--- src/common/vdma_pkg.sv ---
// ~~~~~~~~~~~~~~~~~~~~~~~~~~~~~~
// video read dma constants and shared types
// pixel and beat geometry with axi payload structs
// ~~~~~~~~~~~~~~~~~~~~~~~~~~~~~~
`default_nettype none

package vdma_pkg;

    // pixel and beat geometry
    localparam int PIX_W          = 24;
    localparam int AXI_DW         = 192;
    localparam int PIX_PER_BEAT   = 8;
    localparam int PIX_IDX_W      = 3;
    localparam int BYTES_PER_BEAT = 24;

    // axi read channel
    localparam int ADDR_W = 29;
    localparam int LEN_W  = 9;
    localparam int ID_W   = 4;
    localparam logic [ID_W-1:0] READ_ID       = '0;
    // 32 byte lanes with only the low 24 bytes carrying pixels
    localparam logic [2:0]      AR_SIZE       = 3'b101;
    localparam logic [1:0]      AR_BURST_INCR = 2'b01;

    // burst shaping
    localparam int BURST_BEATS  = 8;
    localparam int MAX_R_BURSTS = 3;
    localparam int BURST_CNT_W  = 3;
    // beats per frame fit in 29 bits for 16 bit hactive and vactive
    localparam int BEAT_CNT_W   = 29;

    // beat fifo
    localparam int FIFO_DEPTH       = 32;
    localparam int FIFO_PTR_W       = 5;
    localparam int FIFO_LVL_W       = 6;
    localparam int ALMOST_EMPTY_LVL = 4;

    typedef logic [PIX_W-1:0]      pix_t;
    typedef logic [AXI_DW-1:0]     beat_t;
    typedef logic [FIFO_LVL_W-1:0] lvl_t;

    // burst request from control to the read master
    typedef struct packed {
        logic [LEN_W-1:0] len;
        logic             tail;
    } ar_req_t;

    // len carries the beat count of the burst
    typedef struct packed {
        logic [ID_W-1:0]   id;
        logic [ADDR_W-1:0] addr;
        logic [LEN_W-1:0]  len;
        logic [2:0]        size;
        logic [1:0]        burst;
    } axi_ar_t;

    typedef struct packed {
        logic [ID_W-1:0] id;
        beat_t           data;
        logic [1:0]      resp;
        logic            last;
    } axi_r_t;

endpackage

`default_nettype wire

--- src/hw/read_burst_ctrl.sv ---
// ~~~~~~~~~~~~~~~~~~~~~~~~~~~~~~
// read burst control with frame beat accounting
// burst or tail choice and fifo space reservation
// ~~~~~~~~~~~~~~~~~~~~~~~~~~~~~~
`timescale 1ns/1ps
`default_nettype none

module read_burst_ctrl import vdma_pkg::*; (
    input  wire          clock,
    input  wire          rst_n,
    input  wire          enable,
    input  wire [15:0]   hactive,
    input  wire [15:0]   vactive,
    input  wire          frame_start,
    input  wire lvl_t    fifo_level,
    input  wire          beat_wr,
    input  wire          ar_idle,
    output ar_req_t      req,
    output logic         req_valid
);

    // beats still to be requested in this frame
    logic [BEAT_CNT_W-1:0] remaining;
    // beats requested but not yet written to the fifo
    lvl_t                  reserved;
    logic [31:0]           frame_pix;
    logic                  is_tail;
    logic [LEN_W-1:0]      cur_len;
    logic [LEN_W:0]        space_need;
    lvl_t                  add_beats;
    logic                  issue;

    // whole frame in pixels
    assign frame_pix = hactive * vactive;

    // short tail burst once fewer than a full burst remain
    assign is_tail = remaining < BEAT_CNT_W'(BURST_BEATS);
    assign cur_len = is_tail ? LEN_W'(remaining) : LEN_W'(BURST_BEATS);

    // stored beats plus reserved plus this burst must fit
    assign space_need = (LEN_W+1)'(fifo_level) + (LEN_W+1)'(reserved) + (LEN_W+1)'(cur_len);

    // one pulse per burst and only toward an idle AR channel
    assign issue = enable && (remaining != '0) && ar_idle && !req_valid && !frame_start
                   && (space_need <= (LEN_W+1)'(FIFO_DEPTH));

    assign add_beats = issue ? lvl_t'(cur_len) : lvl_t'(0);

    always_ff @(posedge clock) begin
        if (!rst_n) begin
            remaining <= '0;
            reserved  <= '0;
            req_valid <= 1'b0;
        end else if (frame_start) begin
            // new frame reloads the count
            // stale beats never reach the flushed fifo so the reservation restarts empty
            remaining <= BEAT_CNT_W'(frame_pix / PIX_PER_BEAT);
            reserved  <= '0;
            req_valid <= 1'b0;
        end else begin
            req_valid <= issue;
            if (issue) begin
                remaining <= remaining - BEAT_CNT_W'(cur_len);
            end
            // grows by the burst length and shrinks one per written beat
            reserved <= reserved + add_beats - lvl_t'(beat_wr);
        end
    end

    // request payload alongside the pulse
    always_ff @(posedge clock) begin
        if (issue) begin
            req.len  <= cur_len;
            req.tail <= is_tail;
        end
    end

    // fifo contents plus reserved beats stay within the fifo depth
    a_space_ok: assert property (@(posedge clock) disable iff (!rst_n)
        ((FIFO_LVL_W+1)'(reserved) + (FIFO_LVL_W+1)'(fifo_level))
            <= (FIFO_LVL_W+1)'(FIFO_DEPTH));

    // the master must still be idle while the pulse is up
    a_req_idle: assert property (@(posedge clock) disable iff (!rst_n)
        req_valid |-> ar_idle);

endmodule

`default_nettype wire

--- config.mk ---
export PLATFORM = sky130hd
export DESIGN_NAME = read_burst_ctrl
export DESIGN_NICKNAME = d
export VERILOG_FILES = /design/src/common/vdma_pkg.sv /design/src/hw/read_burst_ctrl.sv
export SDC_FILE = /design/constraint.sdc
export NUM_CORES = 1
export LEC_CHECK = 0
export ABC_AREA = 1
export BUFFER_PORTS_ARGS = -buffer_cell sky130_fd_sc_hd__buf_4
export CORE_UTILIZATION = 57
export CTS_BUF_LIST = sky130_fd_sc_hd__clkbuf_16
export DETAILED_ROUTE_END_ITERATION = 8
export GPL_TIMING_DRIVEN = 1
export PLACE_DENSITY = 0.83
export SYNTH_ARGS = -nofsm -noshare
export SYNTH_HDL_FRONTEND = slang
export SYNTH_SLANG_ARGS = --single-unit
--- constraint.sdc ---
create_clock -name clock -period 6 [get_ports clock]
set_clock_uncertainty 0.1 [all_clocks]
set_input_delay 0 -clock clock [delete_from_list [all_inputs] [get_ports clock]]
set_output_delay 0 -clock clock [all_outputs]
set_load 0.03 [all_outputs]
**Word level (Yosys, flattened, before mapping)**

Cells that the tools add are included.

- Bits in registers: 46
- Bits of input ports: 44
- Output and inout port bits: 11
- Logic and storage cells: 28

- Add/sub/neg operators: 5
- Multipliers: 1
- Order comparisons: 2
- Mux-type cells: 4
- Bitwise gates (word level): 1
- Reductions and logical operators: 10

Operators with widths:

| operator | count |
|---|---|
| two-way mux 29 bit | 2 |
| multiplier 16 x 16 -> 32 bit | 1 |
| < comparator 29 x 4 -> 1 bit (second input constant) | 1 |
| nonzero test 29 bit | 1 |
| subtractor 29 x 9 -> 29 bit | 1 |
| adder 7 x 9 -> 10 bit | 1 |
| <= comparator 10 x 6 -> 1 bit (second input constant) | 1 |
| two-way mux 9 bit | 1 |
| adder 6 x 6 -> 7 bit | 1 |
| adder 6 bit | 1 |
| two-way mux 6 bit | 1 |
| subtractor 6 x 1 -> 6 bit | 1 |
| logical AND 1 bit | 5 |
| zero test 1 bit | 2 |
| nonzero test 2 bit | 1 |
| OR reduction 2 bit | 1 |
| inverter 1 bit | 1 |

**Logic depth before layout (Yosys ltp)**

Gate-level depths: netlist of run 1.

- Word-level depth: 9
- Depth in mapped cells: 30
- Mapped depth without buffers: 28

**Worst setup path before layout of run 1**

OpenSTA, ideal clock, no wires.

- Kind: input to register
- From: input port hactive[4]
- To: register remaining[23]
- Setup time: 109 ps
- Arrival time: 5250 ps
- Data required time: 5791 ps
- Path slack: 541 ps
- Stages: 25
- Path buffers: 2
- Cells stage by stage: clkbuf_1 > clkbuf_1 > nand2_1 > fa_1 > inv_1 > fa_1 > fa_1 > fa_1 > inv_1 > fa_1 > fa_1 > inv_1 > ha_1 > nand2_1 > nor2_1 > inv_1 > nor2_1 > nand3_1 > or2_2 > nand3_1 > a21oi_1 > o21ai_0 > nand3_1 > nand2_1 > inv_1

- Cells in the longest elaborated chain, start to end: 2

RTL lines:

| element | RTL line | source |
|---|---|---|
| start: declaration | read_burst_ctrl.sv:12 | `input wire [15:0] hactive,` |
| multiplier 16 x 16 -> 32 bit | read_burst_ctrl.sv:34 | `assign frame_pix = hactive * vactive;` |
| two-way mux 29 bit | read_burst_ctrl.sv:54 | `end else if (frame_start) begin` |
| end signal: assignment | read_burst_ctrl.sv:57 | `remaining <= BEAT_CNT_W'(frame_pix / PIX_PER_BEAT);` |
| end signal: assignment | read_burst_ctrl.sv:63 | `remaining <= remaining - BEAT_CNT_W'(cur_len);` |
| end: declaration | read_burst_ctrl.sv:23 | `logic [BEAT_CNT_W-1:0] remaining;` |

No other way between the ends.
A chain may end at the register's enable or synchronous reset.

**Final worst setup path of run 1**

Ends and elaborated chain as after synthesis.

==> impl_metrics.csv, run 1 <==
group,metric,value,unit
run_status,status,"complete, no violations",
logic_synthesis,synth_top_family_by_area,"adder cells",
min_path,hold_start,"frame_start",
clock_tree,cts_resized,0,
finish,nets,2025,
timing,finalCriticalPeriod,5340,ps
finish,area_delta_synth_final,5.58,%
timing,setup_viol,0,
flow_run,max-cap-violations,0,
clock_tree,clock_path_buffers,2,
route,vias,10500,
global_route,grt-ovfl-total,0,
logic_synthesis,synth_seq_area_share,8.41,%
finish,antenna_cells,0,
logic_synthesis,synth_top_flop_cell,"dfxtp_1",
clock_tree,cts_buffers,5,
logic_synthesis,synth_mux_area_share,0,%
finish,drive_gt1_share,6.68,%
timing,whs,41.4,ps
route,drt.antenna.violating_nets,0,
logic_synthesis,netlist_instances,1659,
clock_tree,ctsRootBufferMaster,"clkbuf_16",
clock_tree,htreeDepth,2,
floorplanning,num_rows,53,
logic_synthesis,synth_cell_types,47,
placement,dp_hpwl,24700,um
placement,post-place-ws,408,ps
logic_synthesis,synthArstFlopShare,0,%
setup_path,start_kind,"primary input",
setup_path,ff2ff_path_depth,28,
timing,finalMaxSlewViolations,0,
finish,seq_area,1020,um2
setup_path,slowest_delay,600,ps
setup_path,crit_type,"in -> reg",
finish,nFillCells,1871,
setup_path,end_kind,"register",
timing,rsz0062_at_grt,"no",
floorplanning,io_pins,55,
global_route,grt_pass1_wl,51800,um
min_path,whs_endpoint,"remaining[1]",
route,vias_per_cell,5.42,
clock_tree,cts_tree,"built",
logic_synthesis,synth_area_leaders,"fa_1 33%, ha_1 12%, inv_1 12%, nand2_1 12%, dfxtp_1 5.9%",
logic_synthesis,synth-seq-cells,46,
logic_synthesis,synthXorXnorAreaFrac,1.66,%
setup_path,r2r_slack,690,ps
route,dr.pass1.iters,5,
timing,finalCritPeriodShare,88.9,%
global_route,antenna_found_initial,0,
setup_path,crit_buf_inv,6,
placement,port_buffers,54,
logic_synthesis,yosys.area.top_type_share,33.3,%
finish,post-route-util,61.1,%
placement,gp_congestion,0.994,
logic_synthesis,yosysTopAreaCell,"fa_1",
floorplanning,core_area,21000,um2
setup_path,critPathTopFamily,"adder cells",
setup_path,slowest_stage,"fa_1",
timing,tns,0,ps
timing,finalWorstSetupSlack,664,ps
route,routed_wl,29900,um
logic_synthesis,synth_area_per_cell,7.32,um2
finish,multi_input_area,9320,um2
floorplanning,dieArea,21900,um2
clock_tree,clock_latency,300,ps
clock_tree,clock_sinks,46,
setup_path,cp_common_cell,"fa_1",
floorplanning,chipWidth,148,um
logic_synthesis,synth_compound_area_share,7.67,%
logic_synthesis,synthAdderAreaFrac,45.6,%
global_route,track_usage,29.5,%
global_route,grt_pass1_vias,10900,
logic_synthesis,syn_area,12100,um2
route,drt_iter0_markers,697,
timing,fmax,0.187,GHz
timing,finalHoldViolations,0,
global_route,grt_max_degree,32,
setup_path,path_cells,"buf_4 > nand2_1 > fa_1 > inv_1 > fa_1 > fa_1 > fa_1 > inv_1 > fa_1 > fa_1 > inv_1 > ha_1 > nand2_1 > nor2_1 > inv_1 > nor2_1 > nand3_1 > or2_2 > nand3_1 > a21oi_1 > o21ai_0 > nand3_1 > nand2_1 > inv_1",
floorplanning,dieHeight,148,um
setup_path,critPathMaxFanout,16,
route,route.detailed.drc,0,
setup_path,arrival,5430,ps
min_path,holdCritPathClass,"in -> reg",
clock_tree,clk_pin_slew,70,ps
setup_path,regToRegEndpoint,"reserved[4]",
logic_synthesis,synthSimpleGateAreaFrac,21.6,%
setup_path,r2r-start,"remaining[19]",
logic_synthesis,ys_warn_count,0,
setup_path,cp_data_required_time,6100,ps
logic_synthesis,synth-edff-count,10,
min_path,holdPathStages,3,
route,wl_per_cell,15.5,um
floorplanning,start_util,57.9,%
state kept, by name, indices dropped and copies added, names as in the netlist:
| name | count |
|---|---|
| req | 10 |
| reserved | 6 |
| req_valid | 1 |
| remaining | 29 |
how the worst max path moves through the flow:
stage                  start             to  depth (start not counted)
2_1_floorplan     hactive[4]  remaining[23]                         25
3_3_place_gp      hactive[4]  remaining[23]                         24
3_5_place_dp      hactive[4]  remaining[23]                         24
4_1_cts           hactive[4]  remaining[23]                         24
5_1_grt        remaining[19]    reserved[4]                         28
6_report          hactive[4]  remaining[23]                         24
cells in the final DEF, fill, tap and decap left out, types with 4 or more instances in the layout:
cell / count
xor2_1: 14
ha_1: 119
edfxtp_1: 10
nand3_1: 50
nand2_1: 394
fa_1: 202
buf_4: 59
nor3_1: 15
a21o_1: 5
nor2_1: 105
o21ai_1: 17
dfxtp_1: 36
inv_1: 394
xnor2_1: 9
a21oi_2: 7
nand2_2: 7
o21ai_0: 61
inv_2: 4
conb_1: 10
nand4_1: 15
clkbuf_16: 5
nor4_1: 6
nor2_2: 10
a21oi_1: 69
Yosys cell counts, types with 3 or more instances:
cell type,n
a21o_1,5
nand3_1,50
nand2_1,394
inv_1,394
nand3b_1,3
nand4_1,15
o21ai_0,61
o21ai_1,17
inv_2,4
nor2_2,10
a21oi_2,7
xor2_1,14
clkbuf_1,65
edfxtp_1,10
nor3_1,15
fa_1,202
nand3_2,3
a21oi_1,69
nor2_1,105
xnor2_1,9
ha_1,119
buf_2,5
dfxtp_1,36
or2_1,3
nand2_2,7
nor4_1,6
final cells by class:
| class | instances | share of cell area, % |
|---|---|---|
| Inverter | 399 | 11.7 |
| Clock inverter | 3 | 0.342 |
| Tap cell | 275 | 2.69 |
| Clock buffer | 5 | 0.976 |
| Sequential cell | 46 | 7.97 |
| Timing Repair Buffer | 60 | 3.53 |
| Multi-Input combinational cell | 1148 | 72.8 |
timing repair:
action | in CTS | in global routing
hold buffers | 1 | 0
endpoints found under the setup margin | 0 | 0
setup buffers | 0 | 0
endpoints found under the hold margin | 4 | 0
cells by family after synthesis:
| group | after synthesis |
|---|---|
| compound gates | 171 |
| xor+xnor | 23 |
| fa+ha+maj | 321 |
| buf+inv | 473 |
| flops | 46 |
| other cells | 2 |
| simple gates | 623 |
layer usage:
metal,up-vias,track usage (%),wire length (um)
li1,4949,-,-
met1,5001,39.0,12100
met2,482,49.8,14400
met3,69,3.77,2580
met4,0,10.4,861
met5,-,0,0
tightest hold or removal path, cell delays in order:
cell and delay, ps:
buf_4 210, nand2_1 100, a31oi_1 80
through the flow:
| stage | cells | area (um2) |
|---|---|---|
| after floorplan | 1667 | 12200 |
| after global placement | 1927 | 12600 |
| after detailed placement | 1927 | 12600 |
| after CTS | 1936 | 12800 |
| after global routing | 1936 | 12800 |
| final | 1936 | 12800 |
Power of run 1 is not shown: default switching activity piles up to over one toggle a cycle in this logic, so the estimate is an artifact.
==> run 2, diff against run 1 <==
- PLACE_DENSITY: 0.83 -> 0.75
- TNS_END_PERCENT: not set -> 30
==> run 2 against run 1 <==
Compared with the run above:
- register-to-register slack got worse by 20 ps
- critical path depth fell by 2
- final cell count barely moved
- count of clock-buffer cells in the layout did not move
- non-clock buffer count fell by 1
- setup slack got worse by 59 ps
- core utilization barely moved
- maximum frequency fell by 1.1%
==> impl_metrics.csv, run 2 (synthesis gave the netlist of run 1 again) <==
group,metric,value,unit
finish,antenna_cells,0,
finish,regMostFlops,"remaining",
route,vias,10300,
route,drt_iter0_markers,599,
setup_path,r2r-start,"remaining[19]",
run_status,status,"complete, no violations",
finish,drive_gt1_share,6.63,%
timing,finalMaxSlewViolations,0,
finish,final_cell_mix,"394 x nand2_1, 394 x inv_1, 202 x fa_1",
placement,port_buffers,54,
clock_tree,hold_buffers,1,
floorplanning,dieHeight,148,um
setup_path,cp_data_required_time,6090,ps
setup_path,regToRegEndpoint,"reserved[5]",
global_route,grt_max_degree,33,
global_route,grt_pass1_wl,51700,um
min_path,holdCritPathClass,"in -> reg",
route,vias_per_cell,5.30,
clock_tree,clk_pin_slew,70,ps
timing,finalCriticalPeriod,5400,ps
timing,tns,0,ps
floorplanning,start_util,57.9,%
floorplanning,chipWidth,148,um
finish,largest_register_ffs,29,
setup_path,arrival,5490,ps
setup_path,critPathMaxFanout,16,
placement,dp_hpwl,25100,um
global_route,grt_pass1_vias,10500,
timing,rsz0062_at_grt,"no",
clock_tree,clock_path_buffers,2,
setup_path,r2r_slack,670,ps
finish,nets,2024,
route,wl_met3,2080,um
setup_path,end_kind,"register",
floorplanning,core_area,21000,um2
min_path,whs_endpoint,"remaining[0]",
placement,gp_congestion,0.964,
floorplanning,io_pins,55,
route,dr.pass1.iters,5,
route,wl_per_cell,15.7,um
clock_tree,clock_latency,300,ps
clock_tree,cts_resized,0,
route,wl_met1,13200,um
timing,setup_viol,0,
clock_tree,ctsRootBufferMaster,"clkbuf_16",
timing,finalHoldViolations,0,
route,met2_length,14500,um
min_path,hold_start,"frame_start",
timing,finalCritPeriodShare,89.9,%
finish,largestRegisters,"remaining (29), req (10), reserved (6)",
global_route,track_usage,29.8,%
finish,area_delta_synth_final,5.52,%
clock_tree,htreeDepth,2,
setup_path,crit_type,"in -> reg",
clock_tree,cts_buffers,5,
route,top_layer,"met4",
global_route,grt-ovfl-total,0,
setup_path,start_kind,"primary input",
route,routed_wl,30400,um
route,route.detailed.drc,0,
min_path,holdPathStages,3,
clock_tree,cts_tree,"built",
global_route,antenna_found_initial,0,
clock_tree,postCtsSetupBuffers,0,
setup_path,ff2ff_path_depth,29,
timing,fmax,0.185,GHz
route,drt.antenna.violating_nets,0,
floorplanning,num_rows,53,
floorplanning,dieArea,21900,um2
clock_tree,clock_sinks,46,
flow_run,max-cap-violations,0,
==> run 2: changes by cell type in the layout (fill, tap and decap cells not counted) <==
| cell | before | now |
|---|---|---|
| buf_4 | 59 | 58 |
==> run 2: cell type report <==
class / instances / area, um2
Inverter: 399 / 1500
Clock buffer: 5 / 125
Clock inverter: 3 / 43.8
Fill cell: 1958 / 8150
Tap cell: 275 / 344
Timing Repair Buffer: 59 / 445
Multi-Input combinational cell: 1148 / 9320
Sequential cell: 46 / 1020
==> run 2: per-layer routing <==
layer  vias up  GRT usage [%]
met5         -              0
met4         0           7.73
met3        51           4.07
met2       396           50.3
met1      4860           40.3
li1       4946              -
==> run 2: worst max path at each step <==
stage,from,to,slack [ps],cells after the start
6_report,vactive[6],remaining[18],600,22
3_3_place_gp,vactive[15],remaining[17],360,21
4_1_cts,hactive[4],remaining[23],660,24
3_5_place_dp,vactive[6],remaining[17],380,23
5_1_grt,remaining[19],reserved[5],260,29
2_1_floorplan,hactive[4],remaining[23],540,25
==> run 2: worst max-delay path: stages <==
cell	delay (ps)
buf_4	230
nand2_1	120
fa_1	540
inv_1	50
fa_1	550
fa_1	440
fa_1	540
inv_1	80
fa_1	540
inv_1	60
fa_1	480
ha_1	360
a21oi_1	310
o21ai_0	200
a21oi_1	230
nand2_1	130
a21oi_1	210
inv_1	60
nand2_1	60
nand3_1	100
a21oi_2	140
nor2_1	40
==> run 2: per-stage QoR <==
| stage | utilization, % | worst slack (ps) | hold slack [ps] | instances | instance area [um2] |
|---|---|---|---|---|---|
| floorplan | - | 541 | 104 | 1667 | 12200 |
| global placement | 60.3 | 358 | 293 | 1926 | 12600 |
| detailed placement | 60.3 | 379 | 299 | 1926 | 12600 |
| CTS | 61.1 | 660 | 62.9 | 1935 | 12800 |
| global route | 61.1 | 258 | 88.8 | 1935 | 12800 |
| finish | 61.1 | 604 | 58.6 | 1935 | 12800 |
Power of run 2 is left out for the same reason.
